$ cat config.mk
export PLATFORM = sky130hd
export DESIGN_NAME = rx_decim_top
export DESIGN_NICKNAME = d
export VERILOG_FILES = /design/src/rx_pkg.sv /design/src/rate_strobe_gen.sv /design/src/cic_dec_shifter.sv /design/src/cic_decim.sv /design/src/iq_sample_pack.sv /design/src/rx_decim_top.sv
export VERILOG_INCLUDE_DIRS = /design/src
export SDC_FILE = /design/constraint.sdc
export NUM_CORES = 2
export LEC_CHECK = 0
export ABC_AREA = 1
export BUFFER_PORTS_ARGS = -buffer_cell sky130_fd_sc_hd__buf_2
export CAP_MARGIN = 20
export CORE_MARGIN = 2
export CORE_UTILIZATION = 50
export DETAILED_ROUTE_END_ITERATION = 8
export PLACE_DENSITY = 0.68
export SETUP_SLACK_MARGIN = 0.5
export SYNTH_ARGS = -nofsm -noshare
export SYNTH_HDL_FRONTEND = slang
export SYNTH_SLANG_ARGS = --single-unit
export TNS_END_PERCENT = 20
$ cat constraint.sdc
create_clock -name clock -period 26.4 [get_ports clock]
set_input_delay 2.64 -clock clock [delete_from_list [all_inputs] [get_ports clock]]
set_output_delay 2.64 -clock clock [all_outputs]
set_load 0.01 [all_outputs]
$ cat src/rx_params.svh
`ifndef RX_PARAMS_SVH
`define RX_PARAMS_SVH

// width of one I or Q sample word in bits
`define RX_SAMPLE_BW 16

// number of integrator stages, and also the number of comb stages
`define RX_CIC_ORDER 4

// log2 of the highest supported decimation rate, so rates up to 128
`define RX_LOG2_MAX_RATE 7

// the accumulator has to hold the full gain of rate to the power of the order
`define RX_ACC_BW ((`RX_SAMPLE_BW) + (`RX_CIC_ORDER) * (`RX_LOG2_MAX_RATE))

`endif

$ cat src/rx_pkg.sv
`include "rx_params.svh"

package rx_pkg;

   // one signed I or Q sample as it enters and leaves the decimator
   typedef logic signed [`RX_SAMPLE_BW-1:0] sample_t;

   // integrator and comb word, wide enough for the worst case filter gain
   // and allowed to wrap, since the comb stages undo the overflow
   typedef logic signed [`RX_ACC_BW-1:0] acc_t;

   // decimation rate, legal values 1 to 128
   typedef logic [`RX_LOG2_MAX_RATE:0] rate_t;

   // right shift that normalizes the filter gain, at most 28
   typedef logic [5:0] shift_t;

   // packed output pair with Q in the upper half and I in the lower half
   typedef logic [2*`RX_SAMPLE_BW-1:0] iq_word_t;

endpackage

$ cat src/rate_strobe_gen.sv
module rate_strobe_gen
(
   input  logic          clock,
   input  logic          reset,
   input  logic          enable,
   input  rx_pkg::rate_t rate,
   input  logic          strobe_in,
   output logic          decim_strobe
);

   // counts the input strobes seen since the last decimated strobe
   rx_pkg::rate_t count;

   // high while the counter sits on the last input strobe of a period
   logic last_count;

   // with a rate of 1 the last count is zero, so every input strobe passes
   assign last_count = (count == rate - rx_pkg::rate_t'(1));

   // the output strobe comes out in the same cycle as the input strobe
   // that completes the period, it never fires without strobe_in
   assign decim_strobe = enable && strobe_in && last_count;

   always_ff @(posedge clock)
   begin
      if (reset)
         count <= '0;
      else if (!enable)
         // a disabled chain starts a fresh period once it is enabled again
         count <= '0;
      else if (strobe_in)
      begin
         if (last_count)
            count <= '0;
         else
            count <= count + rx_pkg::rate_t'(1);
      end
   end

endmodule

$ cat src/cic_dec_shifter.sv
`include "rx_params.svh"

module cic_dec_shifter
(
   input  rx_pkg::rate_t   rate,
   input  rx_pkg::acc_t    acc_in,
   output rx_pkg::sample_t sample_out
);

   // ceiling of log2 of the rate, 0 for a rate of 1 and 7 for 65 to 128
   rx_pkg::shift_t rate_log2;

   // total right shift, the order times the ceiling of log2 of the rate
   rx_pkg::shift_t shift;

   // comb output after the arithmetic shift, still at full width
   rx_pkg::acc_t acc_shifted;

   // the filter gain is rate to the power of the order, so the word grows
   // by order times log2(rate) bits and that many bits are dropped again
   always_comb
   begin
      rate_log2 = '0;
      // each power of two that the rate exceeds adds one bit of growth
      for (int k = 0; k < `RX_LOG2_MAX_RATE; k++)
      begin
         if (rate > rx_pkg::rate_t'(1 << k))
            rate_log2 = rx_pkg::shift_t'(k + 1);
      end
   end

   // 0 for rate 1, 4 for rate 2, 8 for rates 3 and 4, up to 28
   assign shift = rx_pkg::shift_t'(rate_log2 * `RX_CIC_ORDER);

   // an arithmetic shift rounds toward minus infinity, which gives the
   // floor for negative inputs as well
   assign acc_shifted = acc_in >>> shift;

   // for rates that are not a power of two the gain is below the shift,
   // so the result is attenuated and always fits in the sample width
   assign sample_out = acc_shifted[`RX_SAMPLE_BW-1:0];

endmodule

$ cat src/cic_decim.sv
`include "rx_params.svh"

module cic_decim
(
   input  logic            clock,
   input  logic            reset,
   input  logic            enable,
   input  rx_pkg::rate_t   rate,
   input  logic            strobe_in,
   input  logic            decim_strobe,
   input  rx_pkg::sample_t signal_in,
   output rx_pkg::sample_t signal_out
);

   // input sample widened to the accumulator width with its sign
   rx_pkg::acc_t signal_ext;

   // integrator chain, running at the input sample rate
   rx_pkg::acc_t integrator [`RX_CIC_ORDER];

   // last integrator value, held at the decimated rate
   rx_pkg::acc_t sampler;

   // previous input of each comb stage, one decimated sample back
   rx_pkg::acc_t comb_delay [`RX_CIC_ORDER];

   // registered output of each comb stage
   rx_pkg::acc_t comb [`RX_CIC_ORDER];

   // unnormalized filter result handed to the shifter
   rx_pkg::acc_t comb_out;

   // sample_t is signed, so the cast repeats the sign bit
   assign signal_ext = rx_pkg::acc_t'(signal_in);

   // every integrator adds its predecessor once per input strobe
   // the sums wrap freely, the comb differences remove the wrap again
   always_ff @(posedge clock)
   begin
      if (reset)
      begin
         for (int i = 0; i < `RX_CIC_ORDER; i++)
            integrator[i] <= '0;
      end
      else if (enable && strobe_in)
      begin
         integrator[0] <= integrator[0] + signal_ext;
         for (int i = 1; i < `RX_CIC_ORDER; i++)
            integrator[i] <= integrator[i] + integrator[i-1];
      end
   end

   // the sampler and the combs all move one step per decimated strobe
   // each stage works on the value its predecessor held before this edge,
   // so a sample taken at strobe k leaves the last comb at strobe k+4
   always_ff @(posedge clock)
   begin
      if (reset)
      begin
         sampler <= '0;
         for (int i = 0; i < `RX_CIC_ORDER; i++)
         begin
            comb_delay[i] <= '0;
            comb[i]       <= '0;
         end
      end
      else if (enable && decim_strobe)
      begin
         sampler       <= integrator[`RX_CIC_ORDER-1];
         comb_delay[0] <= sampler;
         comb[0]       <= sampler - comb_delay[0];
         for (int i = 1; i < `RX_CIC_ORDER; i++)
         begin
            comb_delay[i] <= comb[i-1];
            comb[i]       <= comb[i-1] - comb_delay[i];
         end
      end
   end

   assign comb_out = comb[`RX_CIC_ORDER-1];

   // the gain of rate to the fourth power is taken out here
   cic_dec_shifter shifter_i
   (
      .rate       (rate),
      .acc_in     (comb_out),
      .sample_out (signal_out)
   );

endmodule

$ cat src/iq_sample_pack.sv
module iq_sample_pack
(
   input  logic             clock,
   input  logic             reset,
   input  logic             enable,
   input  logic             decim_strobe,
   input  rx_pkg::sample_t  i_in,
   input  rx_pkg::sample_t  q_in,
   output rx_pkg::iq_word_t iq_out,
   output logic             out_strobe
);

   // qualified decimated strobe, one cycle late
   logic strobe_d;

   // last pair presented with an output strobe
   rx_pkg::iq_word_t pair_q;

   // the current decimator results, Q high and I low
   rx_pkg::iq_word_t pair_now;

   assign pair_now = {q_in, i_in};

   // the combs update on the decimated strobe edge, so their new results
   // are visible in the cycle after it, which is where this strobe lands
   always_ff @(posedge clock)
   begin
      if (reset)
         strobe_d <= 1'b0;
      else
         strobe_d <= enable && decim_strobe;
   end

   // hold the pair until the next output strobe replaces it
   always_ff @(posedge clock)
   begin
      if (reset)
         pair_q <= '0;
      else if (strobe_d)
         pair_q <= pair_now;
   end

   assign out_strobe = strobe_d;

   // during the strobe cycle the fresh pair is shown directly, after it the held copy
   assign iq_out = strobe_d ? pair_now : pair_q;

endmodule

$ cat src/rx_decim_top.sv
module rx_decim_top
(
   input  logic             clock,
   input  logic             reset,
   input  logic             enable,
   input  rx_pkg::rate_t    rate,
   input  logic             strobe_in,
   input  rx_pkg::sample_t  i_in,
   input  rx_pkg::sample_t  q_in,
   output rx_pkg::iq_word_t iq_out,
   output logic             out_strobe
);

   // one pulse per rate input strobes, shared by both channels
   logic decim_strobe;

   // normalized decimator results
   rx_pkg::sample_t i_decim;
   rx_pkg::sample_t q_decim;

   rate_strobe_gen strobe_gen_i
   (
      .clock        (clock),
      .reset        (reset),
      .enable       (enable),
      .rate         (rate),
      .strobe_in    (strobe_in),
      .decim_strobe (decim_strobe)
   );

   // I and Q see the same strobes, so their pipelines stay aligned
   cic_decim cic_i
   (
      .clock        (clock),
      .reset        (reset),
      .enable       (enable),
      .rate         (rate),
      .strobe_in    (strobe_in),
      .decim_strobe (decim_strobe),
      .signal_in    (i_in),
      .signal_out   (i_decim)
   );

   cic_decim cic_q
   (
      .clock        (clock),
      .reset        (reset),
      .enable       (enable),
      .rate         (rate),
      .strobe_in    (strobe_in),
      .decim_strobe (decim_strobe),
      .signal_in    (q_in),
      .signal_out   (q_decim)
   );

   iq_sample_pack pack_i
   (
      .clock        (clock),
      .reset        (reset),
      .enable       (enable),
      .decim_strobe (decim_strobe),
      .i_in         (i_decim),
      .q_in         (q_decim),
      .iq_out       (iq_out),
      .out_strobe   (out_strobe)
   );

endmodule

== Word level (Yosys, flattened, before mapping) ==
Memory sizes are Yosys's and may differ from the RTL's.
Cells that the tools add are included.

* Flip-flop bits (word level): 129
* Latch bits: 0
* RAM bits: 1056
* Memory bits (read-only): 0
* Bits of input ports: 44
* Output and inout bits: 33
* Logic and storage cells: 109
* Memories kept: 6

{| class="wikitable"
|+ Memory list
! name !! depth !! width !! read ports !! clocked after memory_dff !! write ports !! line !! source
|-
| cic_i.comb || 4 || 44 || 4 || 0 || 4 || cic_decim.sv:28 || <nowiki>rx_pkg::acc_t comb [`RX_CIC_ORDER];</nowiki>
|-
| cic_i.comb_delay || 4 || 44 || 4 || 0 || 4 || cic_decim.sv:25 || <nowiki>rx_pkg::acc_t comb_delay [`RX_CIC_ORDER];</nowiki>
|-
| cic_i.integrator || 4 || 44 || 4 || 0 || 4 || cic_decim.sv:19 || <nowiki>rx_pkg::acc_t integrator [`RX_CIC_ORDER];</nowiki>
|-
| cic_q.comb || 4 || 44 || 4 || 0 || 4 || cic_decim.sv:28 ||
|-
| cic_q.comb_delay || 4 || 44 || 4 || 0 || 4 || cic_decim.sv:25 ||
|-
| cic_q.integrator || 4 || 44 || 4 || 0 || 4 || cic_decim.sv:19 ||
|}

* Add/sub/neg operators: 18
* $mul: 0
* Div/mod/pow operators: 0
* Magnitude comparators: 7
* Eq/ne operators: 1
* Shift operators: 2
* Mux-type cells: 41
* Bitwise operators: 25
* Reduce and logical (&&, ||, !) cells: 4

{| class="wikitable"
|+ Operators by type and width
! cell !! count
|-
| two-way mux 44 bit || 24
|-
| subtractor 44 bit || 8
|-
| adder 44 bit || 6
|-
| adder 44 x 16 -> 44 bit || 2
|-
| >>> shifter 44 x 6 -> 16 bit || 2
|-
| two-way mux 32 bit || 1
|-
| two-way mux 4 bit || 6
|-
| OR 1 bit || 24
|-
| two-way mux 1 bit || 9
|-
| adder 8 x 1 -> 8 bit (second input constant) || 1
|-
| equality test 8 bit || 1
|-
| > comparator 8 x 1 -> 1 bit (second input constant) || 1
|-
| > comparator 8 x 2 -> 1 bit (second input constant) || 1
|-
| > comparator 8 x 3 -> 1 bit (second input constant) || 1
|-
| > comparator 8 x 4 -> 1 bit (second input constant) || 1
|-
| > comparator 8 x 5 -> 1 bit (second input constant) || 1
|-
| > comparator 8 x 6 -> 1 bit (second input constant) || 1
|-
| > comparator 8 x 7 -> 1 bit (second input constant) || 1
|-
| two-way mux 8 bit || 1
|-
| subtractor 8 x 1 -> 8 bit (second input constant) || 1
|-
| logical AND 1 bit || 3
|-
| OR reduction 2 bit || 1
|-
| NOT 1 bit || 1
|}

== Longest topological paths before layout ==
* Word-level depth: 10
* Depth in mapped cells: 19
* Gate-level depth less buffers: 19

== Cells and area by module ==
Synthesis repeated with hierarchy kept, for this count alone.

* Cell total of the unflattened synthesis: 15831
* Area total of the unflattened synthesis: 101695.0 µm²

{| class="wikitable"
|+ Modules (own cells, without submodules)
! module !! times used !! cells an instance !! area each (µm²) !! sequential area each (µm²)
|-
| cic_decim at cic_q || 1 || 7453 || 48514.0 || 16736.1
|-
| cic_decim at cic_i || 1 || 7450 || 48082.4 || 16736.1
|-
| cic_dec_shifter || 2 || 268 || 1286.2 || 0.0
|-
| iq_sample_pack || 1 || 271 || 1823.0 || 660.6
|-
| rate_strobe_gen || 1 || 121 || 703.2 || 160.2
|}

== Least setup slack after synthesis ==
Ideal clock, no wire load.

* Path kind: input-to-reg
* Start point: input reset
* End point: memory cic_i.integrator[0][0] (netlist name) (enable)
* Setup time: 2624 ps
* Data arrival time: 8632 ps
* Required time: 23776 ps
* Setup slack: 15144 ps
* Cell stages on the path: 3
* Buffers on the path: 1
* Cell sequence: clkbuf_1 -> inv_1 -> nand2_1

{| class="wikitable"
|+ RTL lines
! item !! line !! source
|-
| from (decl) || rx_decim_top.sv:4 || <nowiki>input logic reset,</nowiki>
|-
| to (decl) || cic_decim.sv:19 ||
|}

== Worst setup path in the final report ==
* Start point: input rate[1]
* End point: output iq_out[1]

* Longest elaborated chain between the ends: 10
* Elaborated cells between the ends (all ways): 16
* Classes of those cells: 7 x order compare; 1 x shift; 8 x mux

{| class="wikitable"
|+ RTL lines
! item !! line !! source
|-
| from (decl) || rx_decim_top.sv:6 || <nowiki>input rx_pkg::rate_t rate,</nowiki>
|-
| > comparator 8 x 1 -> 1 bit || cic_dec_shifter.sv:27 || <nowiki>if (rate > rx_pkg::rate_t'(1 << k))</nowiki>
|-
| two-way mux 1 bit || cic_dec_shifter.sv:27 ||
|-
| two-way mux 4 bit (5 in a row) || cic_dec_shifter.sv:27 ||
|-
| two-way mux 4 bit (*) || cic_dec_shifter.sv:27 ||
|-
| >>> shifter 44 x 6 -> 16 bit (*) || cic_dec_shifter.sv:37 || <nowiki>assign acc_shifted = acc_in >>> shift;</nowiki>
|-
| two-way mux 32 bit (*) || iq_sample_pack.sv:46 || <nowiki>assign iq_out = strobe_d ? pair_now : pair_q;</nowiki>
|-
| to (decl) || rx_decim_top.sv:10 || <nowiki>output rx_pkg::iq_word_t iq_out,</nowiki>
|}

Every way passes the cells marked *; elsewhere a longest branch is shown, timed or not.

==> out/results.tsv <==
stage	metric	value	unit
status	status	finished clean	
die	die_area	0.183	mm²
sta	rsz0062_at_grt	no	
sta	fmax	116	MHz
worst_setup_path	required	23.76	ns
synth	synth_nets	12855	
synth	netlist_area	0.0899	mm²
clock_tree	path_clk_slew	0.06	ns
synth	yosysSeqAreaShare	0.381	
grt	antenna_found_initial	3	
synth	synth_edf_count	1056	
pwr	power_leakage	43.5	nW
worst_setup_path	max_stage_delay	0.66	ns
die	start_util	0.503	
worst_setup_path	crit_path_start_kind	input pin	
place	gp_congestion	1.03	
die	pin_count	77	
grt	grt_pass1_wl	425	mm
sta	max_slew.worst_pin.slew	1.14	ns
route	vias	81511	
clock_tree	postCtsResizedCells	0	
flow_run	cap_violations	0	
worst_setup_path	slowest_stage	buf_4	
synth	netlist_top_cells_area	edfxtp_1, ha_1, nand2_1	
die	core	0.179	mm²
worst_setup_path	crit_fanout	85	
route	routed_wirelength	272	mm
grt	grt_pass1_vias	80508	
sta	period_share	0.327	
sta	fin_setup_tns	0	ns
synth	synthesis.instances	12102	
worst_setup_path	path_buf_inv	7	
sta	worst_slack	17.78	ns
synth	synth_commonest_cells	nand2_1, inv_1, nor2_1, a21oi_1, edfxtp_1	
die	rows	155	
finish	fill_cells	17283	
worst_setup_path	timing.critical_path.mode_cell	nand2_1	
clock_tree	clock_sinks	1185	
clock_tree	cts_tree	done	
worst_setup_path	worstPathCellList	buf_2 > inv_1 > ha_1 > nand2_1 > a21oi_2 > buf_4 > nand2_1 > nand2_1 > nand2_2 > buf_4 > nand2_2 > buf_4 > nand2_1 > nand3_1 > nand2_1 > nand2_1 > nand3_1 > nand2_1 > inv_1 > buf_2	
die	die_y	428	µm
worst_setup_path	crit_arrival	5.98	ns
worst_hold_path	worstHoldPathType	reg -> reg	
grt	grt_max_degree	179	
place	dp_hpwl	214	mm
place	dp_cells	14377	
grt	grt_usage	0.291	
sta	max_slew_margin	0.236	
clock_tree	htree_levels	4	
synth	async_flop_share	0	
synth	ys_ff_latch	1185	
pwr	power	5.16	mW
grt	overflow	0	
clock_tree	numCtsBuffers	143	
synth	synth_top_area_frac	0.353	
route	viasPerCell	5.57	
synth	yosys.area.top_type	edfxtp_1	
pwr	powerDensity	52.9	mW/mm²
place	dp_slack	17.77	ns
sta	finalSetupViolCount	0	
clock_tree	insertion_delay	0.81	ns
worst_setup_path	endpoint_kind	output port	
route	ant_nets	0	
synth	yosysUniqueCellTypes	54	
finish	finalNetCount	12924	
synth	avgSynthCellArea	7.43	µm²
finish	final_cells	14641	
finish	syn_to_final_growth	8.34	%
worst_setup_path	cpLargestDelayFamily	buffers and inverters	
route	first_iter_violations	5364	
clock_tree	postCtsSetupRepairBufs	0	
synth	ys_warn_count	0	
sta	slew_violations	0	
die	die_x	428	µm
worst_setup_path	worstSetupPathType	in -> out	
sta	skew	0.0266	ns
route	drc_errors	0	
finish	num_antenna_cells	0	
worst_setup_path	reg2reg_depth	11	
worst_setup_path	crit_cells	20	
clock_tree	clock_path_buffers	3	
finish	final_layout_size_suffix_gt1_frac	0.0477	
synth	synth_most_common_cell	nand2_1	
sta	finalHoldViolCount	0	
pwr	ir_drop	0.0000617	V
place	io_buffers	76	
synth	synthFlopType	edfxtp_1	
clock_tree	root_buffer	clkbuf_16	
worst_hold_path	hold-path-cell-count	2	
route	wl_per_cell	18.6	µm
route	drtPass1Iterations	8	
sta	min_period	8.62	ns
clock_tree	cts_hold_buffers	0	
power by group:
part           total [mW]  internal, mW  switching, mW  leakage [nW]
Sequential           2.19          2.13         0.0615          12.1
Combinational       0.959         0.279          0.681          29.1
Clock                2.01          1.17          0.837          2.31
Total                5.16          3.58           1.58          43.5
cells in the final DEF, fill, tap and decap left out, types with 94 or more instances in the layout:
master        n
a21oi_1    1305
nand2_1    2034
o21ai_0     991
nor2_1     1782
o21a_1       94
nand3_1     602
ha_1        693
edfxtp_1   1056
inv_1      2015
dfxtp_1     128
a31oi_1     150
o21bai_1    107
a21o_1      142
clkbuf_16   148
logic make-up after synthesis:
family,count (synthesis),share of synthesized area
adder cells (fa/ha/maj),709,0.100
flip-flops,1185,0.381
AND/OR/NAND/NOR,4768,0.216
buffers and inverters,2211,0.0955
AO/OA/AOI/OAI,3128,0.197
XOR/XNOR,101,0.00984
layout make-up:
type / count / area [µm²] / share of cell area
Multi-Input combinational cell: 8706 / 47100 / 0.483
Tap cell: 2355 / 2950 / 0.0302
Inverter: 2019 / 7590 / 0.0779
Sequential cell: 1185 / 34300 / 0.352
Clock inverter: 87 / 898 / 0.00922
Timing Repair Buffer: 116 / 773 / 0.00794
Clock buffer: 173 / 3850 / 0.0395
path summary, 6_finish.rpt:
kind                                      startpoint                         endpoint  slack [ns]
setup reg to reg  strobe_gen_i.count[0]$_SDFFE_PP0P_  cic_i.comb[3][38]$_SDFFCE_PN0P_       21.27
hold / removal           pack_i.pair_q[6]$_SDFF_PP0_      pack_i.pair_q[6]$_SDFF_PP0_        0.48
hold reg to reg          pack_i.pair_q[6]$_SDFF_PP0_      pack_i.pair_q[6]$_SDFF_PP0_        0.48
setup / recovery                             rate[1]                        iq_out[1]       17.78
per-stage QoR:
stage,cell area [µm²],utilization,hold WS (ns)
finish,97400,0.545,0.482
CTS,97300,0.545,0.485
global placement,92600,0.518,0.462
floorplan,89900,-,0.452
global route,97400,0.545,0.515
detailed placement,92600,0.518,0.478
tightest hold or removal path, stage by stage, from the launching register on:
cell and delay, ns:
dfxtp_1 0.30, nand2_1 0.07, a21oi_1 0.06
sequential cells by signal, summed over array words and instances (netlist names):
name	flops
cic_i.comb	176
cic_i.comb_delay	176
cic_i.integrator	176
cic_q.comb	176
cic_q.comb_delay	176
cic_q.integrator	176
cic_i.sampler	44
cic_q.sampler	44
pack_i.pair_q	32
strobe_gen_i.count	8
pack_i.out_strobe	1
per-layer routing:
metal / up-vias / global-route usage / share of wire
li1: 40992 / - / -
met1: 37560 / 0.324 / 0.39
met2: 2189 / 0.533 / 0.51
met3: 770 / 0.0259 / 0.035
met4: 0 / 0.178 / 0.066
met5: - / 0 / 0
(Power assumes the default switching activity.)
